[src/mac_array_defines.svh]
`ifndef MAC_ARRAY_DEFINES_SVH
`define MAC_ARRAY_DEFINES_SVH

// array is N_DIM x N_DIM and N_DIM has to be a multiple of 4 for the 2-bit packing
`define N_DIM 8

`define ACT_W 8
`define WEIGHT_W 8
`define ACC_W 32
`define SHIFT_W 5

`define APB_ADDR_W 8

// bias byte b of row r lives at 4r+b, byte 0 is the least significant
`define ADDR_BIAS_LAST (4 * `N_DIM - 1)
`define ADDR_SHIFT 8'h20
`define ADDR_PREC 8'h21

`endif

[src/mac_array_pkg.sv]
`include "mac_array_defines.svh"

package mac_array_pkg;

	// value 3 never reaches the datapath, the register block folds it to PREC_8
	typedef enum logic [1:0] {
		PREC_8 = 2'd0,
		PREC_4 = 2'd1,
		PREC_2 = 2'd2
	} out_prec_e;

	// one activation or output byte per lane
	typedef logic [`N_DIM-1:0][`ACT_W-1:0] act_vec_t;

	// one accumulator per row
	typedef logic signed [`N_DIM-1:0][`ACC_W-1:0] acc_vec_t;

	// weight[r][c] multiplies activation c into row r
	typedef logic [`N_DIM-1:0][`N_DIM-1:0][`WEIGHT_W-1:0] weight_mat_t;

endpackage

[src/cfg_if.sv]
`timescale 1ns/10ps
`include "mac_array_defines.svh"

interface cfg_if;
	import mac_array_pkg::*;

	acc_vec_t bias; // preload value of each row
	logic [`SHIFT_W-1:0] shift;
	out_prec_e out_prec;
	logic prec_written; // pulses for one cycle after a precision write

	modport source (
		output bias,
		output shift,
		output out_prec,
		output prec_written
	);

	modport sink (
		input bias,
		input shift,
		input out_prec,
		input prec_written
	);
endinterface

[src/accumulate_stage.sv]
`timescale 1ns/10ps
`include "mac_array_defines.svh"

module accumulate_stage (
	input logic clk,
	input logic reset,
	input logic row_valid,
	input logic row_last,
	input mac_array_pkg::acc_vec_t row_sum,
	cfg_if.sink cfg,
	output logic acc_valid,
	output mac_array_pkg::acc_vec_t acc
);
	import mac_array_pkg::*;

	typedef enum logic {
		GRP_FIRST,
		GRP_NEXT
	} grp_state_e;

	grp_state_e state;
	acc_vec_t base;
	acc_vec_t total;

	always_comb begin
		base = (state == GRP_FIRST) ? cfg.bias : acc; // the bias enters once per group
		for (int r = 0; r < `N_DIM; r++) begin
			total[r] = base[r] + row_sum[r];
		end
	end

	always_ff @(posedge clk or negedge reset) begin
		if (!reset) begin
			state <= GRP_FIRST;
			acc_valid <= 1'b0;
		end else begin
			acc_valid <= row_valid && row_last;
			if (row_valid) begin
				state <= row_last ? GRP_FIRST : GRP_NEXT;
			end
		end
	end

	always_ff @(posedge clk) begin
		if (row_valid) begin
			acc <= total;
		end
	end

endmodule

[src/flat_wrapper.sv]
// flat-port wrapper written by rule: the top's interface ports become plain ports
module accumulate_stage_flat import mac_array_pkg::*;
  (clk, reset, row_valid, row_last, row_sum, acc_valid, acc, cfg_bias, cfg_shift, cfg_out_prec, cfg_prec_written);
  cfg_if cfg_i ();
  input logic clk;
  input logic reset;
  input logic row_valid;
  input logic row_last;
  input mac_array_pkg::acc_vec_t row_sum;
  output logic acc_valid;
  output mac_array_pkg::acc_vec_t acc;
  input wire logic [$bits(cfg_i.bias)-1:0] cfg_bias;
  input wire logic [$bits(cfg_i.shift)-1:0] cfg_shift;
  input wire logic [$bits(cfg_i.out_prec)-1:0] cfg_out_prec;
  input wire logic [$bits(cfg_i.prec_written)-1:0] cfg_prec_written;
  assign cfg_i.bias = cfg_bias;
  assign cfg_i.shift = cfg_shift;
  assign cfg_i.out_prec = cfg_out_prec;
  assign cfg_i.prec_written = cfg_prec_written;
  accumulate_stage u_core (.clk(clk), .reset(reset), .row_valid(row_valid), .row_last(row_last), .row_sum(row_sum), .cfg(cfg_i), .acc_valid(acc_valid), .acc(acc));
endmodule
[config.mk]
export PLATFORM = sky130hd
export DESIGN_NAME = accumulate_stage_flat
export DESIGN_NICKNAME = d
export VERILOG_FILES = /design/src/mac_array_pkg.sv /design/src/cfg_if.sv /design/src/accumulate_stage.sv /design/src/flat_wrapper.sv
export VERILOG_INCLUDE_DIRS = /design/src /design/src/src
export SDC_FILE = /design/constraint.sdc
export NUM_CORES = 1
export LEC_CHECK = 0
export BUFFER_PORTS_ARGS = -buffer_cell sky130_fd_sc_hd__buf_2
export CORE_AREA = 2 2 300 302
export CTS_BUF_LIST = sky130_fd_sc_hd__clkbuf_4
export DETAILED_ROUTE_END_ITERATION = 10
export DIE_AREA = 0 0 302 304
export REMOVE_ABC_BUFFERS = 1
export SKIP_LAST_GASP = 1
export SLEW_MARGIN = 15
export SYNTH_ARGS = -nofsm -noshare
export SYNTH_HDL_FRONTEND = slang
export SYNTH_SLANG_ARGS = --single-unit
[constraint.sdc]
create_clock -name clk -period 4.5 [get_ports clk]
set_input_delay 0.45 -clock clk [delete_from_list [all_inputs] [get_ports clk]]
set_output_delay 0.45 -clock clk [all_outputs]
set_load 0.01 [all_outputs]
==> flow_summary.yaml <==
outcome:
  status: "complete, no violations"
clocking:
  clk_latency_ns: 0.87
  cts_buffers: 85
  cts_setup_buffers: 0
  cts.sinks: 258
  cts_root_buf: "clkbuf_4"
  cts_tree: "built"
  htree_levels: 3
  ctsLongestPathBuffers: 3
  clk_pin_slew_ns: 0.06
synth:
  synth-edff-count: 256
  ys.flop_type: "edfxtp_1"
  syn_avg_cell_area_um2: 10.1
  synthAdderAreaFrac: 0.143
  synth-simple-area-share: 0.0949
  ys_warn_count: 0
  synth_mux_area_frac: 0.126
  synth_cell_types: 68
  synth-seq-cells: 258
  synth_xor_area_frac: 0.0911
  synth_top_family_by_area: "compound AO/OA/AOI/OAI gates"
  synth_compound_area_frac: 0.187
  synthCells: 2256
  syn_area_um2: 22900
  async_flop_share: 0.00775
  synth-seq-area-share: 0.338
global_routing:
  antenna_found_initial: 29
  grtUsageTotal: 0.174
  grt-ovfl-total: 0
  grt_pass1_wl_mm: 124
  grt_max_degree: 94
  grt_pass1_vias: 21300
final_layout:
  layout_common_cells: "771 x buf_2, 256 x edfxtp_1, 248 x mux2_2, 248 x ha_1, 242 x a21oi_1"
  layout-drive-gt1-share: 0.375
  mostFrequentLayoutCell: "buf_2"
  fin_nets: 3922
  area_delta_synth_final_pct: 31.3
  n_fill_cell: 9231
worst_setup_path:
  worstPathRequired_ns: 5.09
  critPathArrivalTime_ns: 4.94
  crit_buf_inv: 3
  cp_common_cell: "buf_12"
  crit_slowest_cell: "dlygate4sd3_1"
  start_kind: "flop"
  path_max_fanout: 41
  critPathTopFamily: "compound AO/OA/AOI/OAI gates"
  path_cells: "buf_12, buf_12, mux2_2, ha_1, and4_2, o21ai_0, a21o_1, a211o_1, o21a_2, a31o_4, o31a_1, o21ai_2, xnor2_1, dlygate4sd3_1"
  r2r_setup_slack_ns: 0.15
  cp-end-kind: "flop"
  path_class: "flop to flop"
  cpPeakStageDelay_ns: 0.55
sta:
  setup_viol: 0
  worst_pin_slew_ns: 0.805
  max_freq_mhz: 230
  rsz0062_at_grt: "no"
  fin_worst_skew_ns: 0.0782
  slew_violations: 0
  finalCritPeriodShare: 0.966
  totalNegativeSetupSlack_ns: 0
  relSlewSlack: 0.463
  final.min_clock_period_ns: 4.35
  whs_ns: 0.137
  finalHoldViolCount: 0
detailed_routing:
  wl_per_cell_um: 19.0
  first_pass_iters: 8
  drt-initial-drc-count: 1485
  finalWirelength_mm: 83.5
  antenna_left: 0
  drc: 0
  vias: 21600
  vias_per_cell: 4.91
pwr:
  p_leak_nw: 13.4
  powerDensity_nw_per_um2: 563
  vdd_drop_max_uv: 269
die:
  io_pins: 781
  rows: 110
  dieArea_um2: 91800
  die_y_um: 304
  core_region_area_um2: 89000
  fp.dieW_um: 302
  start_util: 0.257
hold_path:
  hold_path.class: "input port to flop"
flow_run:
  drv_cap: 0
place:
  hpwl_mm: 68.0
  place.gp.congestion: 0.923
  portBuffers: 772
==> final cells by class <==
cell class	count	area (um2)	area share
Sequential cell	258	7740	0.258
Antenna cell	15	37.5	0.00125
Multi-Input combinational cell	1877	14700	0.489
Timing Repair Buffer	870	4870	0.162
Clock buffer	121	908	0.0302
Tap cell	1176	1470	0.0490
Clock inverter	26	138	0.00458
Inverter	50	188	0.00625
==> final timing paths <==
kind	startpoint	to	cells after the start
max	u_core.state$_DFFE_PN0P_	u_core.acc[95]$_DFFE_PP_	14
min	cfg_bias[129]	u_core.acc[129]$_DFFE_PP_	3
max reg2reg	u_core.state$_DFFE_PN0P_	u_core.acc[95]$_DFFE_PP_	14
min reg2reg	u_core.acc[64]$_DFFE_PP_	u_core.acc[64]$_DFFE_PP_	2
max in group asynchronous	reset	u_core.state$_DFFE_PN0P_	3
min in group asynchronous	reset	u_core.acc_valid$_DFF_PN0_	3
==> tightest hold or removal path: stages <==
cell and delay, ns:
buf_2 0.07, mux2_2 0.15, fa_1 0.16
==> metal layers <==
layer / GRT usage / vias up / wire length (um) / part of all wire
met4: 0.0621 / 28 / 2400 / 0.029
met1: 0.214 / 10100 / 34700 / 0.42
li1: - / 10400 / - / -
met3: 0.0477 / 150 / 6670 / 0.080
met2: 0.292 / 827 / 39500 / 0.47
met5: 0 / - / 195 / 0.0023
==> power by group <==
| part | internal, mW | switching, mW | leakage (nW) |
|---|---|---|---|
| registers | 4.17 | 0.636 | 2.53 |
| clock network | 1.29 | 1.24 | 0.618 |
| logic | 4.31 | 5.28 | 10.2 |
==> cell usage after synthesis, drive strengths merged (50+ instances only) <==
| cell | number | share of area |
|---|---|---|
| nor2 | 95 | 0.016 |
| mux2 | 248 | 0.12 |
| edfxtp | 256 | 0.34 |
| xor2 | 73 | 0.028 |
| o21ai | 121 | 0.027 |
| a21oi | 242 | 0.053 |
| xnor2 | 165 | 0.063 |
| inv | 50 | 0.0082 |
| nand2 | 130 | 0.021 |
| nand3 | 50 | 0.011 |
| ha | 248 | 0.14 |
| clkbuf | 67 | 0.011 |
| a21o | 116 | 0.038 |
==> cell families (layout without fill, tap and decap cells) <==
| group | Yosys count | in the layout |
|---|---|---|
| other | 0 | 15 |
| and+or+nand+nor | 443 | 443 |
| xor gates and xnor gates | 238 | 238 |
| AOI/OAI and AO/OA | 683 | 683 |
| buffers and inverters | 121 | 1067 |
| adders and majority gates | 256 | 256 |
| muxes | 257 | 257 |
| DFF | 258 | 258 |
==> per-stage QoR <==
| stage | cells | util | setup slack, ns | power, mW | area (um2) |
|---|---|---|---|---|---|
| 2_1_floorplan | 2185 | - | -4.25 | 11.1 | 22600 |
| 3_3_place_gp | 4162 | 0.317 | 0.240 | 14.2 | 28300 |
| 3_5_place_dp | 4162 | 0.317 | 0.236 | 14.2 | 28300 |
| 4_1_cts | 4378 | 0.337 | 0.172 | 17.0 | 30000 |
| 5_1_grt | 4391 | 0.337 | 0.0416 | 18.2 | 30000 |
| 6_report | 4393 | 0.337 | 0.152 | 16.9 | 30100 |
==> registers in the layout, summed over array words and instances (netlist names) <==
register / cells
u_core.acc: 256
u_core.acc_valid: 1
u_core.state: 1
==> timing repair <==
action / CTS / global route
setup endpoints to repair: 0 / 1
hold buffers: 69 / 0
hold endpoints to repair: 58 / 0
resized for setup: 0 / 1
Note: power is estimated with default switching activity, not from simulation.
