### src/mac_array_defines.svh
`ifndef MAC_ARRAY_DEFINES_SVH
`define MAC_ARRAY_DEFINES_SVH

// array is N_DIM x N_DIM and N_DIM has to be a multiple of 4 for the 2-bit packing
`define N_DIM 8

`define ACT_W 8
`define WEIGHT_W 8
`define ACC_W 32
`define SHIFT_W 5

`define APB_ADDR_W 8

// bias byte b of row r lives at 4r+b, byte 0 is the least significant
`define ADDR_BIAS_LAST (4 * `N_DIM - 1)
`define ADDR_SHIFT 8'h20
`define ADDR_PREC 8'h21

`endif

### src/mac_array_pkg.sv
`include "mac_array_defines.svh"

package mac_array_pkg;

	// value 3 never reaches the datapath, the register block folds it to PREC_8
	typedef enum logic [1:0] {
		PREC_8 = 2'd0,
		PREC_4 = 2'd1,
		PREC_2 = 2'd2
	} out_prec_e;

	// one activation or output byte per lane
	typedef logic [`N_DIM-1:0][`ACT_W-1:0] act_vec_t;

	// one accumulator per row
	typedef logic signed [`N_DIM-1:0][`ACC_W-1:0] acc_vec_t;

	// weight[r][c] multiplies activation c into row r
	typedef logic [`N_DIM-1:0][`N_DIM-1:0][`WEIGHT_W-1:0] weight_mat_t;

endpackage

### src/cfg_if.sv
`timescale 1ns/10ps
`include "mac_array_defines.svh"

interface cfg_if;
	import mac_array_pkg::*;

	acc_vec_t bias; // preload value of each row
	logic [`SHIFT_W-1:0] shift;
	out_prec_e out_prec;
	logic prec_written; // pulses for one cycle after a precision write

	modport source (
		output bias,
		output shift,
		output out_prec,
		output prec_written
	);

	modport sink (
		input bias,
		input shift,
		input out_prec,
		input prec_written
	);
endinterface

### src/output_packer.sv
`timescale 1ns/10ps
`include "mac_array_defines.svh"

module output_packer (
	input logic clk,
	input logic reset,
	input logic q_valid,
	input mac_array_pkg::act_vec_t q,
	cfg_if.sink cfg,
	output logic out_valid,
	output mac_array_pkg::act_vec_t out_data
);
	import mac_array_pkg::*;

	localparam int HALF = `N_DIM / 2;
	localparam int QUARTER = `N_DIM / 4;
	localparam int NIB = `ACT_W / 2;

	logic [1:0] count; // vectors already gathered
	act_vec_t gather [3];
	act_vec_t pack4;
	act_vec_t pack2;
	act_vec_t word;
	logic emit;

	// first vector fills the low half, the incoming one the high half
	always_comb begin
		for (int m = 0; m < `N_DIM; m++) begin
			if (m < HALF) begin
				pack4[m] = {gather[0][2*m+1][NIB-1:0], gather[0][2*m][NIB-1:0]};
			end else begin
				pack4[m] = {q[2*m-`N_DIM+1][NIB-1:0], q[2*m-`N_DIM][NIB-1:0]};
			end
		end
	end

	always_comb begin
		int quarter;
		int e;
		act_vec_t src;
		for (int m = 0; m < `N_DIM; m++) begin
			quarter = m / QUARTER;
			e = 4 * (m % QUARTER);
			if (quarter < 3) begin
				src = gather[quarter];
			end else begin
				src = q; // the fourth vector is still on the input
			end
			pack2[m] = {src[e+3][1:0], src[e+2][1:0], src[e+1][1:0], src[e][1:0]};
		end
	end

	always_comb begin
		case (cfg.out_prec)
			PREC_4: begin
				emit = (count == 2'd1);
				word = pack4;
			end
			PREC_2: begin
				emit = (count == 2'd3);
				word = pack2;
			end
			default: begin
				emit = 1'b1;
				word = q;
			end
		endcase
	end

	always_ff @(posedge clk or negedge reset) begin
		if (!reset) begin
			count <= 2'd0;
			out_valid <= 1'b0;
		end else begin
			out_valid <= q_valid && emit;
			if (cfg.prec_written) begin
				count <= 2'd0; // a new precision starts a fresh gathering
			end else if (q_valid) begin
				count <= emit ? 2'd0 : count + 2'd1;
			end
		end
	end

	always_ff @(posedge clk) begin
		if (q_valid && !emit) begin
			gather[count] <= q;
		end
		if (q_valid && emit) begin
			out_data <= word;
		end
	end

endmodule

### src/flat_wrapper.sv
// flat-port wrapper written by rule: the top's interface ports become plain ports
module output_packer_flat import mac_array_pkg::*;
  (clk, reset, q_valid, q, out_valid, out_data, cfg_bias, cfg_shift, cfg_out_prec, cfg_prec_written);
  cfg_if cfg_i ();
  input logic clk;
  input logic reset;
  input logic q_valid;
  input mac_array_pkg::act_vec_t q;
  output logic out_valid;
  output mac_array_pkg::act_vec_t out_data;
  input wire logic [$bits(cfg_i.bias)-1:0] cfg_bias;
  input wire logic [$bits(cfg_i.shift)-1:0] cfg_shift;
  input wire logic [$bits(cfg_i.out_prec)-1:0] cfg_out_prec;
  input wire logic [$bits(cfg_i.prec_written)-1:0] cfg_prec_written;
  assign cfg_i.bias = cfg_bias;
  assign cfg_i.shift = cfg_shift;
  assign cfg_i.out_prec = cfg_out_prec;
  assign cfg_i.prec_written = cfg_prec_written;
  output_packer u_core (.clk(clk), .reset(reset), .q_valid(q_valid), .q(q), .cfg(cfg_i), .out_valid(out_valid), .out_data(out_data));
endmodule
### config.mk
export PLATFORM = sky130hd
export DESIGN_NAME = output_packer_flat
export DESIGN_NICKNAME = d
export VERILOG_FILES = /design/src/mac_array_pkg.sv /design/src/cfg_if.sv /design/src/output_packer.sv /design/src/flat_wrapper.sv
export VERILOG_INCLUDE_DIRS = /design/src /design/src/src
export SDC_FILE = /design/constraint.sdc
export NUM_CORES = 1
export LEC_CHECK = 0
export ABC_AREA = 1
export BUFFER_PORTS_ARGS = -buffer_cell sky130_fd_sc_hd__buf_2
export CAP_MARGIN = 20
export CORE_AREA = 5 5 153 155
export CTS_CLUSTER_SIZE = 28
export DETAILED_ROUTE_END_ITERATION = 16
export DIE_AREA = 0 0 158 160
export GPL_TIMING_DRIVEN = 0
export HOLD_SLACK_MARGIN = 0.12
export PLACE_DENSITY = 0.56
export RECOVER_POWER = 50
export SYNTH_ARGS = -nofsm -noshare
export SYNTH_HDL_FRONTEND = slang
export SYNTH_SLANG_ARGS = --single-unit
### constraint.sdc
create_clock -name clk -period 7.2 [get_ports clk]
set_clock_uncertainty 0.15 [all_clocks]
set_input_delay 0 -clock clk [delete_from_list [all_inputs] [get_ports clk]]
set_output_delay 0 -clock clk [all_outputs]
set_load 0.05 [all_outputs]
==> results.sh <==
export IMPL_yosys_warnings=0
export IMPL_path_clk_slew_ns=0.06
export IMPL_r2r_cells=5
export IMPL_yosys_area_share_adder_pct=1.14
export IMPL_drive_gt1_share_pct=19.2
export IMPL_core_area_um2=21700
export IMPL_grt_pass1_vias=4466
export IMPL_start_util_pct=25.2
export IMPL_pre_cts_ws_ns=4.92
export IMPL_gp_congestion=0.790
export IMPL_synth_compound_area_share_pct=12.4
export IMPL_async_flop_share_pct=2.29
export IMPL_die_h_um=160
export IMPL_crit_path_cell_trace="inv_1 -> nand2_1 -> nand3_2 -> nand3_1 -> nor2_2"
export IMPL_hold_depth=6
export IMPL_synth_area_per_cell_um2=12.3
export IMPL_die_w_um=158
export IMPL_cts_path_max_buffers=2
export IMPL_synth_edff_count=128
export IMPL_crit_slowest_cell="nor2_2"
export IMPL_drt_vias_per_instance=4.47
export IMPL_report_final_slew_viol_count=0
export IMPL_mostFrequentLayoutCells="edfxtp_1, a21oi_1, clkbuf_1"
export IMPL_drc=0
export IMPL_power_density_nw_per_um2=276
export IMPL_grt_usage_pct=15.1
export IMPL_drt_wl_total_um=18700
export IMPL_crit_type="flip-flop to flip-flop"
export IMPL_wl_per_cell_um=19.2
export IMPL_layout_min_cycle_time_ns=2.18
export IMPL_fmax_ghz=0.459
export IMPL_startpoint_type="flip-flop"
export IMPL_synth_cells=444
export IMPL_root_buffer="clkbuf_16"
export IMPL_final_hold_viol_count=0
export IMPL_synth_cell_types=18
export IMPL_ir_drop_mv=0.173
export IMPL_min_from="cfg_out_prec[1]"
export IMPL_crit_fanout=16
export IMPL_outcome="completed"
export IMPL_worstMarginPinSlew_ns=0.915
export IMPL_synth_simple_area_share_pct=10.1
export IMPL_fin_ws_ns=5.02
export IMPL_rrSetupSlack_ns=5.02
export IMPL_io_buffers=134
export IMPL_slew_headroom_pct=39.0
export IMPL_r2r_end="u_core.gather[2][40]"
export IMPL_synth_xor_area_share_pct=0
export IMPL_syn_nets=780
export IMPL_vias=4362
export IMPL_total_leakage_power_nw=2.82
export IMPL_hold_end="u_core.out_valid"
export IMPL_area_delta_synth_final_pct=42.7
export IMPL_muxShareOfSynthArea_pct=0
export IMPL_ys_dominant_reg_cell="edfxtp_1"
export IMPL_antenna_found_initial=4
export IMPL_ys_ff_latch=131
export IMPL_synth_top_family_by_area="compound AO/OA/AOI/OAI gates"
export IMPL_ant_nets=0
export IMPL_grt_pass1_wl_um=28200
export IMPL_rows=54
export IMPL_finalCritPeriodShare_pct=30.3
export IMPL_end_kind="flip-flop"
export IMPL_clk_latency_ns=0.42
export IMPL_min_path_type="input pin to flip-flop"
export IMPL_htree_levels=4
export IMPL_slowest_delay_ns=0.75
export IMPL_crit_buf_inv=1
export IMPL_setup_violations=0
export IMPL_dieArea_um2=25300
export IMPL_layout_commonest_cell="edfxtp_1"
export IMPL_cp_top_family="simple AND/OR/NAND/NOR gates"
export IMPL_io_pins=396
export IMPL_fillers=2137
export IMPL_dp_hpwl_um=13600
export IMPL_cts_buffers=17
export IMPL_cts_sinks=131
export IMPL_rsz0062_at_grt="false"
export IMPL_synth_area_um2=5470
export IMPL_drtIter0Drc=359
export IMPL_grt_overflow=0
export IMPL_r2r_start="u_core.count[1]"
export IMPL_fin_nets=1014
export IMPL_cap_violations=0
export IMPL_worst_hold_slack_ns=0.161
export IMPL_grt_start_max_net_pins=28
export IMPL_cts_tree="done"
export IMPL_required_ns=7.10
export IMPL_synth_sequential_area_ratio_pct=71.7
export IMPL_arrival_ns=2.08
export IMPL_dr_pass1_iters=4
flip-flops by register name, summed over array words and instances, names as in the netlist:
register and cells:
u_core.count 2, u_core.out_data 64, u_core.out_valid 1, u_core.gather 64
cell usage after synthesis, types with 3 or more instances:
library cell	instances	area (um2)
edfxtp_1	128	3840
inv_1	9	33.8
buf_2	10	50.1
a21oi_1	115	576
nand3_1	3	15.0
dfrtp_1	3	75.1
nor2_1	67	251
buf_6	9	101
a21oi_2	10	87.6
buf_4	9	67.6
nand2_1	70	263
ha_1	5	62.6
cell type report:
class | instances | area, um2 | share of cell area (%)
sequential | 131 | 3920 | 50.2
timing repair buffer | 215 | 1420 | 18.2
multi-input combinational | 275 | 1310 | 16.8
clock buffer | 17 | 425 | 5.45
tap | 280 | 350 | 4.49
buffer | 28 | 170 | 2.18
clock inverter | 15 | 160 | 2.05
inverter | 10 | 37.5 | 0.481
antenna | 4 | 10.0 | 0.128
what timing repair did:
action / in CTS / in global routing
buffers inserted: 0 / 0
resized for setup: 0 / 0
endpoints found under the hold margin: 159 / 0
hold buffers: 77 / 0
per-stage QoR:
step / util, % / instances / instance area, um2 / total power [mW] / TNS, ns
2_1_floorplan: - / 444 / 5470 / 1.17 / 0
3_3_place_gp: 29.9 / 858 / 6490 / 1.29 / -120.53
3_5_place_dp: 30.3 / 862 / 6580 / 1.30 / 0
4_1_cts: 36.6 / 971 / 7930 / 2.19 / 0
5_1_grt: 36.0 / 975 / 7800 / 2.24 / 0
6_report: 36.0 / 975 / 7800 / 2.16 / 0
tightest hold or removal path, stage by stage:
cell	delay (ns)
buf_2	0.11
ha_1	0.18
inv_1	0.05
nand2_1	0.05
nand3_2	0.09
a21boi_4	0.16
worst max path at each step:
stage / slack (ns) / end / cells past startpoint / from
2_1_floorplan: 1.19 / u_core.out_valid / 4 / u_core.count[1]
3_3_place_gp: -2.03 / u_core.out_valid / 6 / cfg_out_prec[0]
3_5_place_dp: 4.92 / u_core.gather[2][17] / 7 / cfg_out_prec[0]
4_1_cts: 4.99 / u_core.gather[2][40] / 5 / u_core.count[1]
5_1_grt: 4.86 / u_core.gather[2][40] / 5 / u_core.count[1]
6_report: 5.02 / u_core.gather[2][40] / 5 / u_core.count[1]
metal layers:
metal  vias up  global-route usage [%]  part of all wire, %
li1       2055                       -                    -
met1      2085                    21.8                   46
met2       207                    21.2                   43
met3        15                    5.68                  9.4
met4         0                    4.07                  1.1
met5         -                       0                    0
logic make-up after synthesis:
logic type	count (synthesis)
AO/OA/AOI/OAI	127
adder cells (fa/ha/maj)	5
buffers and inverters	38
flip-flops	131
AND/OR/NAND/NOR	143
power breakdown:
| group | switching (mW) | leakage, nW | total [mW] | internal (mW) |
|---|---|---|---|---|
| sequential | 0.0185 | 1.23 | 0.923 | 0.904 |
| combinational | 0.272 | 1.31 | 0.382 | 0.110 |
| clock | 0.340 | 0.272 | 0.851 | 0.511 |
No activity file was read; power rests on OpenSTA's default activity.
