**src/mac_array_defines.svh**
```systemverilog
`ifndef MAC_ARRAY_DEFINES_SVH
`define MAC_ARRAY_DEFINES_SVH

// array is N_DIM x N_DIM and N_DIM has to be a multiple of 4 for the 2-bit packing
`define N_DIM 8

`define ACT_W 8
`define WEIGHT_W 8
`define ACC_W 32
`define SHIFT_W 5

`define APB_ADDR_W 8

// bias byte b of row r lives at 4r+b, byte 0 is the least significant
`define ADDR_BIAS_LAST (4 * `N_DIM - 1)
`define ADDR_SHIFT 8'h20
`define ADDR_PREC 8'h21

`endif

```
**src/mac_array_pkg.sv**
```systemverilog
`include "mac_array_defines.svh"

package mac_array_pkg;

	// value 3 never reaches the datapath, the register block folds it to PREC_8
	typedef enum logic [1:0] {
		PREC_8 = 2'd0,
		PREC_4 = 2'd1,
		PREC_2 = 2'd2
	} out_prec_e;

	// one activation or output byte per lane
	typedef logic [`N_DIM-1:0][`ACT_W-1:0] act_vec_t;

	// one accumulator per row
	typedef logic signed [`N_DIM-1:0][`ACC_W-1:0] acc_vec_t;

	// weight[r][c] multiplies activation c into row r
	typedef logic [`N_DIM-1:0][`N_DIM-1:0][`WEIGHT_W-1:0] weight_mat_t;

endpackage

```
**src/cfg_if.sv**
```systemverilog
`timescale 1ns/10ps
`include "mac_array_defines.svh"

interface cfg_if;
	import mac_array_pkg::*;

	acc_vec_t bias; // preload value of each row
	logic [`SHIFT_W-1:0] shift;
	out_prec_e out_prec;
	logic prec_written; // pulses for one cycle after a precision write

	modport source (
		output bias,
		output shift,
		output out_prec,
		output prec_written
	);

	modport sink (
		input bias,
		input shift,
		input out_prec,
		input prec_written
	);
endinterface

```
**src/apb_config_regs.sv**
```systemverilog
`timescale 1ns/10ps
`include "mac_array_defines.svh"

module apb_config_regs (
	input logic clk,
	input logic reset,
	input logic psel,
	input logic penable,
	input logic pwrite,
	input logic [`APB_ADDR_W-1:0] paddr,
	input logic [7:0] pwdata,
	output logic [7:0] prdata,
	output logic pready,
	output logic pslverr,
	cfg_if.source cfg
);
	import mac_array_pkg::*;

	localparam int BIAS_IDX_W = $clog2(4 * `N_DIM);

	logic [4*`N_DIM-1:0][7:0] bias_bytes; // same bit layout as acc_vec_t
	logic [`SHIFT_W-1:0] shift_q;
	logic [1:0] prec_q;
	logic bias_hit;
	logic shift_hit;
	logic prec_hit;
	logic access;
	logic wr_en;

	assign bias_hit = (paddr <= `ADDR_BIAS_LAST);
	assign shift_hit = (paddr == `ADDR_SHIFT);
	assign prec_hit = (paddr == `ADDR_PREC);

	assign access = psel && penable;
	assign wr_en = access && pwrite;

	assign pready = 1'b1; // no wait states
	assign pslverr = access && !(bias_hit || shift_hit || prec_hit);

	always_ff @(posedge clk or negedge reset) begin
		if (!reset) begin
			bias_bytes <= '0;
			shift_q <= '0;
			prec_q <= 2'd0;
			cfg.prec_written <= 1'b0;
		end else begin
			cfg.prec_written <= wr_en && prec_hit;
			if (wr_en && bias_hit) begin
				bias_bytes[paddr[BIAS_IDX_W-1:0]] <= pwdata;
			end
			if (wr_en && shift_hit) begin
				shift_q <= pwdata[`SHIFT_W-1:0];
			end
			if (wr_en && prec_hit) begin
				prec_q <= pwdata[1:0];
			end
		end
	end

	always_comb begin
		prdata = 8'h00; // unmapped addresses read as zero
		if (bias_hit) begin
			prdata = bias_bytes[paddr[BIAS_IDX_W-1:0]];
		end else if (shift_hit) begin
			prdata = {{(8 - `SHIFT_W){1'b0}}, shift_q};
		end else if (prec_hit) begin
			prdata = {6'b000000, prec_q};
		end
	end

	assign cfg.bias = bias_bytes;
	assign cfg.shift = shift_q;
	assign cfg.out_prec = (prec_q == 2'd3) ? PREC_8 : out_prec_e'(prec_q);

endmodule

```
**src/flat_wrapper.sv**
```systemverilog
// flat-port wrapper written by rule: the top's interface ports become plain ports
module apb_config_regs_flat import mac_array_pkg::*;
  (clk, reset, psel, penable, pwrite, paddr, pwdata, prdata, pready, pslverr, cfg_bias, cfg_shift, cfg_out_prec, cfg_prec_written);
  cfg_if cfg_i ();
  input logic clk;
  input logic reset;
  input logic psel;
  input logic penable;
  input logic pwrite;
  input logic [`APB_ADDR_W-1:0] paddr;
  input logic [7:0] pwdata;
  output logic [7:0] prdata;
  output logic pready;
  output logic pslverr;
  output wire logic [$bits(cfg_i.bias)-1:0] cfg_bias;
  output wire logic [$bits(cfg_i.shift)-1:0] cfg_shift;
  output wire logic [$bits(cfg_i.out_prec)-1:0] cfg_out_prec;
  output wire logic [$bits(cfg_i.prec_written)-1:0] cfg_prec_written;
  assign cfg_bias = cfg_i.bias;
  assign cfg_shift = cfg_i.shift;
  assign cfg_out_prec = cfg_i.out_prec;
  assign cfg_prec_written = cfg_i.prec_written;
  apb_config_regs u_core (.clk(clk), .reset(reset), .psel(psel), .penable(penable), .pwrite(pwrite), .paddr(paddr), .pwdata(pwdata), .prdata(prdata), .pready(pready), .pslverr(pslverr), .cfg(cfg_i));
endmodule
```
**config.mk**
```make
export PLATFORM = sky130hd
export DESIGN_NAME = apb_config_regs_flat
export DESIGN_NICKNAME = d
export VERILOG_FILES = /design/src/mac_array_pkg.sv /design/src/cfg_if.sv /design/src/apb_config_regs.sv /design/src/flat_wrapper.sv
export VERILOG_INCLUDE_DIRS = /design/src /design/src/src
export SDC_FILE = /design/constraint.sdc
export NUM_CORES = 1
export LEC_CHECK = 0
export ABC_AREA = 1
export BUFFER_PORTS_ARGS = -buffer_cell sky130_fd_sc_hd__buf_2
export CAP_MARGIN = 10
export CORE_UTILIZATION = 45
export DETAILED_ROUTE_END_ITERATION = 8
export GPL_ROUTABILITY_DRIVEN = 0
export GPL_TIMING_DRIVEN = 0
export PLACE_DENSITY = 0.69
export SETUP_SLACK_MARGIN = 0.3
export SKIP_LAST_GASP = 1
export SLEW_MARGIN = 10
export SYNTH_ARGS = -nofsm -noshare
export SYNTH_HDL_FRONTEND = slang
export SYNTH_SLANG_ARGS = --single-unit
```
**constraint.sdc**
```tcl
create_clock -name clk -period 1.9 [get_ports clk]
set_input_delay 0.285 -clock clk [delete_from_list [all_inputs] [get_ports clk]]
set_output_delay 0.285 -clock clk [all_outputs]
set_load 0.01 [all_outputs]
```
==> flow_metrics.py <==
metrics = {
    "sta": {
        "worst_slack_ns": -0.338,
        "fin_setup_tns_ns": -1.84,
        "worstMarginPinSlew_ns": 1.00,
        "fin_crit_sh": 1.18,
        "finalHoldViolCount": 0,
        "final.min_clock_period_ns": 2.24,
        "finalSetupViolCount": 8,
        "drv_slew": 0,
        "slew_headroom": 0.331,
        "fmax_ghz": 0.447,
        "rsz0062_at_grt": "yes",
        "worst_clock_skew_ns": 0,
    },
    "route": {
        "drc_errors": 0,
        "ant_nets": 0,
        "first_iter_violations": 1835,
        "num_vias": 13800,
        "wire_per_inst_um": 21.7,
        "drt-total-wl_um": 52000,
        "detail_route.vias_per_cell": 5.75,
        "drt_pass1_iterations": 6,
    },
    "final_layout": {
        "stdcell_area_sq_mm": 0.0169,
        "regArea_sq_mm": 0.00661,
        "drive_gt1_frac": 0.297,
        "multi_input_area_sq_mm": 0.00534,
        "final_nets": 2053,
        "final_util": 0.627,
        "fillCellCount": 2342,
        "area_growth_pct": 36.9,
        "diodes": 0,
    },
    "global_route": {
        "busiest_layer": "met2",
        "gr-total-overflow": 0,
        "grt_use_met2": 0.557,
        "grt_pass1_vias": 12600,
        "use_met3": 0.0882,
        "grt_max_degree": 111,
        "antenna_found_initial": 1,
        "grt_pass1_wl_um": 75300,
        "gr-usage-all-layers": 0.361,
        "grtUsageMet1": 0.466,
    },
    "setup_path": {
        "slowest_delay_ns": 0.40,
        "r2r_start": "u_core.cfg.bias[63]",
        "crit_family": "simple AND/OR/NAND/NOR gates",
        "cp-start-kind": "flop",
        "critPathKind": "reg -> out",
        "end_kind": "output pin",
        "arrival_ns": 1.95,
        "slowest_stage": "dfrtp_1",
        "cp_num_buf_inv": 2,
        "crit_path_start": "u_core.cfg.bias[28]",
        "worstPathCellList": "nand2_1, nand2_1, nand2_1, nand2_1, nand2_1, nand2_1, nor2_4, nand3_2, nand2_1, inv_1, buf_2",
        "crit_required_ns": 1.62,
        "timing.rr.end": "u_core.cfg.bias[63]",
        "rrSetupSlack_ns": 0.97,
        "reg2reg_depth": 3,
        "timing.critical_path.fanout_max": 3,
        "critical_path.most_common_cell": "nand2_1",
    },
    "floorplan": {
        "ios": 295,
        "die_height_um": 168,
        "die_x_um": 168,
        "initial_core_util": 0.458,
        "core-area_sq_mm": 0.0270,
        "die_area_sq_mm": 0.0281,
        "num_rows": 60,
    },
    "logic_synthesis": {
        "synth_cell_types": 21,
        "yosysWarningCount": 0,
        "syn_nets": 1610,
        "synthFlopType": "dfrtp_1",
        "synth_edf_count": 0,
        "ys_seq_area_frac": 0.535,
        "syn_area_sq_mm": 0.0123,
        "async_flop_share": 1.00,
        "ys_ff_latch": 264,
        "syn_inst": 1589,
        "syn_avg_cell_area_sq_um": 7.77,
    },
    "clocking": {
        "clk_pin_slew_ns": 0.06,
        "tritoncts": "done",
        "clock-root-buffer": "clkbuf_16",
        "clockBufferDepth": 3,
        "htree_num_levels": 1,
        "cts_made_buffers": 29,
        "cts_num_sinks": 264,
        "clock_latency_ns": 0.55,
    },
    "power_and_ir_drop": {
        "seqPwrFrac": 0.459,
        "peakVddDrop_mv": 0.581,
        "powerDensity_mw_per_mm2": 746,
        "finalPower_w": 0.0126,
        "p_comb_frac": 0.090,
        "clkPwrFrac": 0.452,
        "power_leakage_nw": 9.19,
        "p_sw_w": 0.00320,
        "p_int_w": 0.00942,
        "swShare": 0.254,
    },
    "hold_path": {
        "whs_endpoint": "u_core.cfg.bias[222]",
        "hp-class": "in -> reg",
        "whs_path_depth": 3,
        "hp-start": "pwdata[6]",
    },
    "placed_design": {
        "hpwl_um": 36200,
        "pre_cts_slack_ns": -0.705,
        "io_buffers": 292,
        "placedInstanceArea_sq_mm": 0.0144,
    },
    "status": {
        "status": "complete, but fails checks",
        "violations": "setup timing",
    },
    "flow_run": {
        "cap_viol_max_count": 0,
    },
}
[through the flow]
step / hold WS, ns / std cells
2_1_floorplan: -0.0106 / 1589
3_3_place_gp: 0.487 / 2222
3_5_place_dp: 0.269 / 2224
4_1_cts: 0.118 / 2358
5_1_grt: 0.152 / 2395
6_report: 0.138 / 2395
[layer usage]
layer,vias to the layer above,share of wire
met5,-,0
met4,0,0.058
met3,201,0.13
met2,974,0.45
met1,6567,0.37
li1,6026,-
[kinds of logic (layout without fill, tap and decap cells)]
family          count (synthesis)  count (layout)  synth area share
compound gates                275             275             0.111
other cells                     1               1          0.000304
buf+inv                       141             606            0.0561
flops                         264             264             0.535
simple gates                  908             908             0.297
[sequential cells by signal, summed over array words and instances, names as in the netlist]
signal,count
u_core.cfg.shift,5
u_core.cfg.prec_written,1
u_core.prec_q,2
u_core.cfg.bias,256
[cells in the final DEF, fill, tap and decap left out, drive strengths merged, types with 11 or more instances in the layout]
| cell type | synthesis | final |
|---|---|---|
| nor2 | 25 | 25 |
| inv | 30 | 28 |
| nand3 | 102 | 102 |
| o21ai | 270 | 270 |
| nand2 | 749 | 749 |
| dfrtp | 264 | 264 |
| nor3 | 11 | 11 |
| clkbuf | 60 | 103 |
| buf | 51 | 464 |
| nand4 | 21 | 21 |
[synth_stat cells (5+ instances only)]
master    number  area (sq um)
a21oi_1        5          25.0
buf_1          6          22.5
buf_2         26           130
buf_6         16           180
clkbuf_1      60           225
dfrtp_1      264          6610
inv_1         29           109
nand2_1      748          2810
nand3_1      102           510
nand4_1       21           131
nor2_1        21          78.8
nor3_1         8          40.0
o21ai_0      265          1330
o21ai_1        5          25.0
[cell type report]
class	count	area share
clock buffers	45	0.0506
repair buffers	412	0.152
inverters	30	0.00777
well taps	341	0.0252
clock inverters	8	0.00570
flip-flops and latches	264	0.391
multi-input cells	1184	0.316
plain buffers	111	0.0517
[worst register-to-register path, delay by kind of cell (launching register included)]
family / cells / cell delay (ns)
flops: 1 / 0.44
buf+inv: 1 / 0.18
simple gates: 1 / 0.07
compound gates: 1 / 0.10
[power groups by stage]
stage / combinational [W] / sequential (W) / clock [W]
2_1_floorplan: 0.000361 / 0.00591 / 0
5_1_grt: 0.00119 / 0.00579 / 0.00591
6_report: 0.00113 / 0.00579 / 0.00570
3_3_place_gp: 0.000860 / 0.00590 / 0
4_1_cts: 0.00105 / 0.00578 / 0.00567
3_5_place_dp: 0.000889 / 0.00589 / 0
[worst max-delay path by stage]
stage / to / slack, ns / cells after the start
finish: prdata[4] / -0.34 / 11
CTS: prdata[1] / -0.23 / 11
floorplan: prdata[0] / 0.30 / 10
detailed placement: prdata[0] / -0.71 / 12
global route: prdata[2] / -0.38 / 11
global placement: u_core.cfg.bias[226] / -4.15 / 1
[repair_timing]
action,in CTS,in global routing
gates cloned,3,0
setup endpoints to repair,160,126
gates resized for setup,122,65
hold endpoints to repair,63,0
pin swaps,24,30
setup buffers,77,37
hold buffers,1,0
Power figures use the tool's default switching activity.
