[src/mac_array_defines.svh]
`ifndef MAC_ARRAY_DEFINES_SVH
`define MAC_ARRAY_DEFINES_SVH

// array is N_DIM x N_DIM and N_DIM has to be a multiple of 4 for the 2-bit packing
`define N_DIM 8

`define ACT_W 8
`define WEIGHT_W 8
`define ACC_W 32
`define SHIFT_W 5

`define APB_ADDR_W 8

// bias byte b of row r lives at 4r+b, byte 0 is the least significant
`define ADDR_BIAS_LAST (4 * `N_DIM - 1)
`define ADDR_SHIFT 8'h20
`define ADDR_PREC 8'h21

`endif

[src/mac_array_pkg.sv]
`include "mac_array_defines.svh"

package mac_array_pkg;

	// value 3 never reaches the datapath, the register block folds it to PREC_8
	typedef enum logic [1:0] {
		PREC_8 = 2'd0,
		PREC_4 = 2'd1,
		PREC_2 = 2'd2
	} out_prec_e;

	// one activation or output byte per lane
	typedef logic [`N_DIM-1:0][`ACT_W-1:0] act_vec_t;

	// one accumulator per row
	typedef logic signed [`N_DIM-1:0][`ACC_W-1:0] acc_vec_t;

	// weight[r][c] multiplies activation c into row r
	typedef logic [`N_DIM-1:0][`N_DIM-1:0][`WEIGHT_W-1:0] weight_mat_t;

endpackage

[src/cfg_if.sv]
`timescale 1ns/10ps
`include "mac_array_defines.svh"

interface cfg_if;
	import mac_array_pkg::*;

	acc_vec_t bias; // preload value of each row
	logic [`SHIFT_W-1:0] shift;
	out_prec_e out_prec;
	logic prec_written; // pulses for one cycle after a precision write

	modport source (
		output bias,
		output shift,
		output out_prec,
		output prec_written
	);

	modport sink (
		input bias,
		input shift,
		input out_prec,
		input prec_written
	);
endinterface

[src/requant_stage.sv]
`timescale 1ns/10ps
`include "mac_array_defines.svh"

module requant_stage (
	input logic clk,
	input logic reset,
	input logic acc_valid,
	input mac_array_pkg::acc_vec_t acc,
	cfg_if.sink cfg,
	output logic q_valid,
	output mac_array_pkg::act_vec_t q
);
	import mac_array_pkg::*;

	logic signed [`ACC_W-1:0] sat_max;
	logic signed [`ACC_W-1:0] sat_min;
	logic signed [`ACC_W-1:0] shifted [`N_DIM];
	act_vec_t q_next;

	always_comb begin
		case (cfg.out_prec)
			PREC_4: begin
				sat_max = 7;
				sat_min = -8;
			end
			PREC_2: begin
				sat_max = 1;
				sat_min = -2;
			end
			default: begin
				sat_max = 127; // symmetric range, -128 is never produced
				sat_min = -127;
			end
		endcase
	end

	always_comb begin
		for (int r = 0; r < `N_DIM; r++) begin
			shifted[r] = $signed(acc[r]) >>> cfg.shift;
			if (shifted[r] > sat_max) begin
				q_next[r] = sat_max[`ACT_W-1:0];
			end else if (shifted[r] < sat_min) begin
				q_next[r] = sat_min[`ACT_W-1:0];
			end else begin
				q_next[r] = shifted[r][`ACT_W-1:0]; // in range, so already sign extended
			end
		end
	end

	always_ff @(posedge clk or negedge reset) begin
		if (!reset) begin
			q_valid <= 1'b0;
		end else begin
			q_valid <= acc_valid;
		end
	end

	always_ff @(posedge clk) begin
		if (acc_valid) begin
			q <= q_next;
		end
	end

endmodule

[src/flat_wrapper.sv]
// flat-port wrapper written by rule: the top's interface ports become plain ports
module requant_stage_flat import mac_array_pkg::*;
  (clk, reset, acc_valid, acc, q_valid, q, cfg_bias, cfg_shift, cfg_out_prec, cfg_prec_written);
  cfg_if cfg_i ();
  input logic clk;
  input logic reset;
  input logic acc_valid;
  input mac_array_pkg::acc_vec_t acc;
  output logic q_valid;
  output mac_array_pkg::act_vec_t q;
  input wire logic [$bits(cfg_i.bias)-1:0] cfg_bias;
  input wire logic [$bits(cfg_i.shift)-1:0] cfg_shift;
  input wire logic [$bits(cfg_i.out_prec)-1:0] cfg_out_prec;
  input wire logic [$bits(cfg_i.prec_written)-1:0] cfg_prec_written;
  assign cfg_i.bias = cfg_bias;
  assign cfg_i.shift = cfg_shift;
  assign cfg_i.out_prec = cfg_out_prec;
  assign cfg_i.prec_written = cfg_prec_written;
  requant_stage u_core (.clk(clk), .reset(reset), .acc_valid(acc_valid), .acc(acc), .cfg(cfg_i), .q_valid(q_valid), .q(q));
endmodule
[config.mk]
export PLATFORM = sky130hd
export DESIGN_NAME = requant_stage_flat
export DESIGN_NICKNAME = d
export VERILOG_FILES = /design/src/mac_array_pkg.sv /design/src/cfg_if.sv /design/src/requant_stage.sv /design/src/flat_wrapper.sv
export VERILOG_INCLUDE_DIRS = /design/src /design/src/src
export SDC_FILE = /design/constraint.sdc
export NUM_CORES = 1
export LEC_CHECK = 0
export ABC_AREA = 1
export BUFFER_PORTS_ARGS = -buffer_cell sky130_fd_sc_hd__buf_2
export CAP_MARGIN = 0
export CELL_PAD_IN_SITES_DETAIL_PLACEMENT = 2
export CELL_PAD_IN_SITES_GLOBAL_PLACEMENT = 2
export CORE_MARGIN = 5
export CORE_UTILIZATION = 25
export CTS_CLUSTER_DIAMETER = 200
export DETAILED_ROUTE_END_ITERATION = 16
export PLACE_DENSITY = 0.86
export SLEW_MARGIN = 20
export SYNTH_ARGS = -nofsm -noshare
export SYNTH_HDL_FRONTEND = slang
export SYNTH_SLANG_ARGS = --single-unit
[constraint.sdc]
create_clock -name clk -period 0.9 [get_ports clk]
set_input_delay 0.09 -clock clk [delete_from_list [all_inputs] [get_ports clk]]
set_output_delay 0.09 -clock clk [all_outputs]
set_load 0.03 [all_outputs]
==> results.toml, run 1 <==
[synth]
synthDistinctLibCells = 44
synth_ff_type = "edfxtp_1"
synth_mux_area_share_pct = 0.6140
synth_fp_nets = 4473
yosysTopAreaCell = "nand2_1"
synthArstFlopShare_pct = 1.538
ys_top_cells_by_area = "nand2_1, nand3_1, edfxtp_1"
synth-edff-count = 64
synth_xor_area_share_pct = 0
syn-cell-area_sq_um = 19560
ys_ff_latch = 65
yosys.area.top_type_share_pct = 30.97
avgSynthCellArea_sq_um = 5.078
synth_compound_area_share_pct = 9.754
synthesis.instances = 3852
synth_top_family_by_area = "simple AND/OR/NAND/NOR gates"
yosys.area_share.simple_pct = 65.11
ys_seq_area_share_pct = 9.953
yosysWarnings = 0
synth_fa_ha_area_share_pct = 6.268

[global_routing]
grt_pass1_vias = 47594
grt_first_pass_wirelength_mm = 352.9
overflow = 126
grt_usage_pct = 58.00
grt_start_max_net_pins = 52

[placement]
post-dp-hpwl_mm = 141.8
port-buffer-count = 330
gp_congestion = 0.9724
dp_worst_setup_slack_ps = -3191

[die]
die_w_um = 289.7
io_pins = 588
rows = 102
start_util_pct = 25.25
die_h_um = 289.7

[clock_tree]
cts_made_buffers = 9
cts-root-buf = "clkbuf_16"
clock-sinks = 65
cts-htree-levels = 3
cts_buffer_depth = 2

[status]
failing_step = "5_1_grt"
status = "stopped before the end"
error_line = "[ERROR GRT-0116] Global routing finished with congestion. Check the congestion regions in the DRC Viewer."
==> what timing repair did <==
action                                  CTS
cloned                                   20
hold buffers                              1
endpoints found under the setup margin  121
setup buffers                            46
resized for setup                       591
pin swaps                               116
endpoints found under the hold margin     1
==> cell usage after synthesis (16+ instances only) <==
cell type	n
nor3_1	20
and2_1	25
nand4_1	27
buf_2	118
nand2_1	1614
a21oi_1	97
inv_1	111
o21ai_1	39
o21ai_0	89
o211ai_1	49
nand3_1	1075
buf_1	54
edfxtp_1	64
clkbuf_1	83
a31oi_1	16
ha_1	98
nor2_1	167
==> layer usage <==
layer / GRT overflow / track usage, %
met1: 0 / 53.29
met4: 68 / 63.40
met5: 0 / 11.98
met3: 2 / 36.18
met2: 56 / 82.24
==> stage by stage <==
| stage | instance area [sq um] | instances | util [%] | hold slack, ps |
|---|---|---|---|---|
| 3_3_place_gp | 28920 | 5850 | 37.33 | -135.6 |
| 3_5_place_dp | 28920 | 5850 | 37.33 | -133.0 |
| 4_1_cts | 32580 | 5932 | 42.06 | 32.93 |
| 2_1_floorplan | 20040 | 3852 | - | -205.6 |
==> logic make-up after synthesis <==
group / count (synthesis)
DFF: 65
buffers and inverters: 382
and+or+nand+nor: 2965
AOI/OAI and AO/OA: 330
adders and majority gates: 98
muxes: 12
==> run 2: changes to the inputs <==
--- a/config.mk
+++ b/config.mk
@@ -9,13 +9,10 @@
 export ABC_AREA = 1
 export BUFFER_PORTS_ARGS = -buffer_cell sky130_fd_sc_hd__buf_2
 export CAP_MARGIN = 0
-export CELL_PAD_IN_SITES_DETAIL_PLACEMENT = 2
-export CELL_PAD_IN_SITES_GLOBAL_PLACEMENT = 2
 export CORE_MARGIN = 5
-export CORE_UTILIZATION = 25
-export CTS_CLUSTER_DIAMETER = 200
+export CORE_UTILIZATION = 20
 export DETAILED_ROUTE_END_ITERATION = 16
-export PLACE_DENSITY = 0.86
+export PLACE_DENSITY_LB_ADDON = 0.15
 export SLEW_MARGIN = 20
 export SYNTH_ARGS = -nofsm -noshare
 export SYNTH_HDL_FRONTEND = slang
==> results.toml, run 2 <==
[clock_tree]
cts_made_buffers = 9
clock-sinks = 65
cts-htree-levels = 3
cts-root-buf = "clkbuf_16"
tritoncts = "yes"
path_clk_slew_ps = 60
cts_buffer_depth = 2

[global_routing]
overflow = 0
grt_pass1_vias = 29349
grt_start_max_net_pins = 52
antenna_found_initial = 12
grt_first_pass_wirelength_mm = 174.0
grt_usage_pct = 21.68

[timing]
max_slew.worst_pin.slew_ps = 435.1
period_share_pct = 297.5
rsz0062_at_grt = "true"
clock.fmax_mhz = 373.5
fin_ws_ps = -1778
drv_slew = 0
setup_viol = 121
hold_viol = 0
relSlewSlack_pct = 70.87
min_period_ps = 2678

[drt]
drt_iter0_drc = 1937
route.vias.total = 30063
drc = 0
wl_per_cell_um = 19.41
finalWirelength_mm = 119.5
via_per_inst = 4.884
dr.pass1.iters = 5
ant_nets = 0

[synth]
yosysMostFrequentCell = "nand2_1"
synth_fp_nets = 4473
yosys.area.top_type_share_pct = 30.97
yosysWarnings = 0
synth_ff_type = "edfxtp_1"
ys_ff_latch = 65
ys_top_cells_by_count = "nand2_1, nand3_1, nor2_1"
ys_seq_area_share_pct = 9.953
synthArstFlopShare_pct = 1.538
synth-edff-count = 64
ys_top_cells_by_area = "nand2_1, nand3_1, edfxtp_1"
synthDistinctLibCells = 44
avgSynthCellArea_sq_um = 5.078
syn-cell-area_sq_um = 19560
synthesis.instances = 3852
yosysTopAreaCell = "nand2_1"

[min_path]
hold_start = "acc[63]"
min_to = "u_core.q[15]$_SDFFCE_PN0P_"
hold_class = "input pin to flip-flop"
min_path_cells = 2

[die]
rows = 114
die_h_um = 322.7
io_pins = 588
core-area_sq_um = 96850
die_w_um = 322.7
die_area_sq_um = 104200
start_util_pct = 20.20

[critical_path]
worstSetupPathType = "input pin to flip-flop"
required_ps = 1030
critPathSlowestCell = "o211ai_1"
path_max_fanout = 8
crit_start = "cfg_shift[0]"
critPathMostFrequentCell = "nand2_1"
critPathMaxStageDelay_ps = 310
path_cells = "buf_16 > buf_16 > buf_16 > buf_6 > mux2i_2 > nand2_1 > nand3_2 > o21ai_0 > o211ai_1 > o21ai_2 > buf_4 > ha_1 > a21oi_1 > nand2_1 > nand2_1 > nand2_1 > nand2_4 > nand2_4 > nand2_1 > nand2_1 > nand2_1 > nand2_1"
critPathArrivalTime_ps = 2810
cp-start-kind = "input pin"
endpoint_kind = "flip-flop"

[pwr]
total_power_w = 0.03005
p_per_area_nw_per_um2 = 904.0
peakVddDrop_mv = 1.013
power_leakage_nw = 16.71

[placement]
dp.cells = 6072
gp_congestion = 0.9077
post-dp-hpwl_mm = 96.71
dp_worst_setup_slack_ps = -2445
port-buffer-count = 330
placed_area_sq_um = 29200

[status]
status = "complete, but fails checks"
failed_checks = "setup timing"

[finish]
mostFrequentLayoutCells = "nand2_1, nand3_1, buf_4"
final_core_util_pct = 34.33
fin_cells = 6156
drive_gt1_share_pct = 35.62
largest-register = "u_core.q"
largest_register_ffs = 64
area.growth.synth_to_final_pct = 69.96
largestRegisters = "u_core.q: 64 flops, u_core.q_valid: 1 flops"
final_common_cell = "nand2_1"
fin_nets = 5492
fin_area_sq_um = 33250

[flow_run]
cap_violations = 0
## run 2: cell counts after synthesis
Identical to the previous run, type by type.
## run 2: cell type report
| type | instances | area, sq um |
|---|---|---|
| clock inverters | 7 | 93.84 |
| clock buffers | 9 | 225.2 |
| fillers | 10916 | 63600 |
| repair buffers | 1271 | 10550 |
| repair inverters | 3 | 36.28 |
| inverters | 116 | 503.0 |
| flip-flops and latches | 65 | 1947 |
| diodes | 4 | 10.01 |
| multi-input cells | 3405 | 18290 |
| well taps | 1276 | 1597 |
## run 2: power by group
group / switching, W / internal [W]
registers: 0.000215 / 0.00374
logic: 0.0123 / 0.00971
clock network: 0.00169 / 0.00242
total: 0.0142 / 0.0159
## run 2: stage by stage
step           setup TNS, ps  hold WS (ps)
6_report             -103020         38.90
5_1_grt              -113840         25.07
4_1_cts              -107120         3.664
3_5_place_dp         -132510        -134.6
3_3_place_gp         -131500        -134.8
2_1_floorplan         -95210        -205.6
## run 2: per-layer routing
layer  track usage, %  routed length [um]
met3            2.466                4633
met4            6.986                4980
met2            43.01               63100
met5                0                  78
met1            23.83               46670
## run 2: worst max-delay path by stage
| stage | cells after the start | end | slack (ps) |
|---|---|---|---|
| 3_5_place_dp | 17 | u_core.q[36]$_DFFE_PP_ | -2450 |
| 2_1_floorplan | 22 | u_core.q[56]$_SDFFCE_PN1P_ | -1770 |
| 4_1_cts | 22 | u_core.q[28]$_DFFE_PP_ | -1770 |
| 5_1_grt | 24 | u_core.q[28]$_DFFE_PP_ | -1910 |
| 3_3_place_gp | 17 | u_core.q[37]$_DFFE_PP_ | -2460 |
| 6_report | 22 | u_core.q[28]$_DFFE_PP_ | -1780 |
## run 2: timing repair
action | 4_1_cts | 5_1_grt
endpoints found under the setup margin | 121 | 121
cloned | 13 | 11
hold buffers | 2 | 0
hold endpoints to repair | 1 | 0
setup buffers | 15 | 25
resized for setup | 301 | 430
pin swaps | 60 | 108
## run 2: cell families after synthesis
| logic type | Yosys count | share of synthesized area [%] |
|---|---|---|
| AND/OR/NAND/NOR | 2965 | 65.11 |
| buffers and inverters | 382 | 8.296 |
| AO/OA/AOI/OAI | 330 | 9.755 |
| adder cells (fa/ha/maj) | 98 | 6.268 |
| flip-flops | 65 | 9.953 |
| multiplexers | 12 | 0.6141 |
## run 2: critical path: cells and delay by family
| family | cells | cell delay, ps |
|---|---|---|
| AOI/OAI and AO/OA | 4 | 670 |
| adders and majority gates | 1 | 190 |
| muxes | 1 | 230 |
| buffers and inverters | 5 | 770 |
| and+or+nand+nor | 11 | 840 |
(Power assumes the default switching activity.)
==> run 3: changes to the inputs <==
==> constraint.sdc (replaced) <==
create_clock -name clk -period 0.9 [get_ports clk]
set_input_delay 0.09 -clock clk [delete_from_list [all_inputs] [get_ports clk]]
set_output_delay 0.09 -clock clk [all_outputs]
set_load 0.02 [all_outputs]
==> results.toml, run 3 (synthesized netlist as in run 2, its figures left out) <==
[finish]
drive_gt1_share_pct = 35.64
largest-register = "u_core.q"
final_core_util_pct = 34.33
mostFrequentLayoutCells = "nand2_1, nand3_1, buf_4"
area.growth.synth_to_final_pct = 69.97
largestRegisters = "u_core.q: 64 flops, u_core.q_valid: 1 flops"
largest_register_ffs = 64
fin_nets = 5492
final_common_cell = "nand2_1"

[critical_path]
required_ps = 1030
endpoint = "u_core.q[28]$_DFFE_PP_"
critPathArrivalTime_ps = 2810
crit_start = "cfg_shift[0]"
cp-start-kind = "input pin"
worstSetupPathType = "input pin to flip-flop"
path_max_fanout = 8
endpoint_kind = "flip-flop"

[min_path]
hold_start = "acc[63]"
hold_class = "input pin to flip-flop"

[drt]
finalWirelength_mm = 119.6
drc = 0
wl_per_cell_um = 19.43
dr.pass1.iters = 6
drt_iter0_drc = 2025
ant_nets = 0
route.vias.total = 30054
via_per_inst = 4.882

[clock_tree]
tritoncts = "yes"
clock-sinks = 65
cts_buffer_depth = 2
cts-root-buf = "clkbuf_16"
cts-htree-levels = 3
path_clk_slew_ps = 60
cts_made_buffers = 9

[timing]
max_slew.worst_pin.slew_ps = 436.3
hold_viol = 0
fin_hold_ws_ps = 38.68
relSlewSlack_pct = 70.78
min_period_ps = 2683
period_share_pct = 298.2
clock.fmax_mhz = 372.7
rsz0062_at_grt = "true"
drv_slew = 0
setup_viol = 121
fin_ws_ps = -1783

[pwr]
power_leakage_nw = 16.71
peakVddDrop_mv = 1.012
p_per_area_nw_per_um2 = 895.9

[die]
die_w_um = 322.7
start_util_pct = 20.20
die_h_um = 322.7
core-area_sq_um = 96850
io_pins = 588
die_area_sq_um = 104200
rows = 114

[global_routing]
overflow = 0
gr-usage-met2_pct = 43.00
grt_pass1_vias = 29367
grt_first_pass_wirelength_mm = 174.1
grt_usage_pct = 21.69
grt.met1_usage_pct = 23.86
grt_use_met3_pct = 2.460
antenna_found_initial = 12
grt_start_max_net_pins = 52
top_usage_layer = "met2"

[placement]
post-dp-hpwl_mm = 96.71
gp_congestion = 0.9077
port-buffer-count = 330

[flow_run]
cap_violations = 0

[status]
status = "complete, but fails checks"
failed_checks = "setup timing"
## run 3: changes by cell type in the layout (fill, tap and decap cells not counted)
cell	change
buf_2	+2
nand2_1	-1
inv_1	+1
buf_6	-2
inv_2	-1
nand3_4	+1
nand2_2	+1
nand3_1	-1
## run 3: worst max-delay path, cell delays in order
cell,delay [ps]
buf_16,140
buf_16,180
buf_16,140
buf_6,140
nand2_1,60
and2_0,190
nand2_1,90
nand3_1,110
a21oi_2,160
nor2_2,70
a21oi_4,210
ha_4,250
or3_1,350
nor2_1,90
nand2_1,60
nand2_1,100
nand2_4,90
nand3_2,110
nand2_1,50
nand2_1,50
nand2_1,70
## run 3: worst min-delay path by stage
stage / endpoint / slack (ps) / cells past startpoint
global route: u_core.q[15]$_SDFFCE_PN0P_ / 30 / 2
floorplan: u_core.q_valid$_DFF_PN0_ / -210 / 0
finish: u_core.q[15]$_SDFFCE_PN0P_ / 40 / 2
detailed placement: u_core.q_valid$_DFF_PN0_ / -130 / 1
global placement: u_core.q_valid$_DFF_PN0_ / -130 / 1
CTS: u_core.q[15]$_SDFFCE_PN0P_ / 4 / 2
## run 3: per-stage QoR
step | TNS (ps) | std cells | power, W | setup WS, ps | instance area (sq um)
2_1_floorplan | -95210 | 3852 | 0.01366 | -1774 | 20040
3_3_place_gp | -131500 | 6072 | 0.02293 | -2465 | 29200
3_5_place_dp | -132510 | 6072 | 0.02288 | -2445 | 29200
4_1_cts | -106250 | 6117 | 0.02841 | -1769 | 31130
5_1_grt | -113350 | 6152 | 0.03213 | -1914 | 33240
6_report | -102580 | 6156 | 0.02979 | -1783 | 33250
## run 3: area by class of cell
class                           instances  area [sq um]
Fill cell                           10915         63600
Multi-Input combinational cell       3405         18300
Timing Repair Buffer                 1271         10540
Sequential cell                        65          1947
Tap cell                             1276          1597
Inverter                              116         503.0
Clock buffer                            9         225.2
Clock inverter                          7         93.84
Timing Repair inverter                  3         36.28
Antenna cell                            4         10.01
## run 3: per-layer routing
metal,vias up,share of wire (%)
li1,15091,-
met4,10,4.1
met2,709,53
met5,-,0.065
met1,14069,39
met3,175,4.1
## run 3: where the power goes
group / leakage, nW / switching, W / internal (W)
Clock: 0.152 / 0.00168 / 0.00242
Combinational: 15.9 / 0.0120 / 0.00969
Sequential: 0.637 / 0.000212 / 0.00374
Total: 16.7 / 0.0139 / 0.0159
## run 3: timing repair
action	4_1_cts	5_1_grt
cloned	13	11
hold buffers	2	0
buffers inserted	15	25
setup endpoints to repair	121	121
resized for setup	275	418
pin swaps	60	108
hold endpoints to repair	1	0
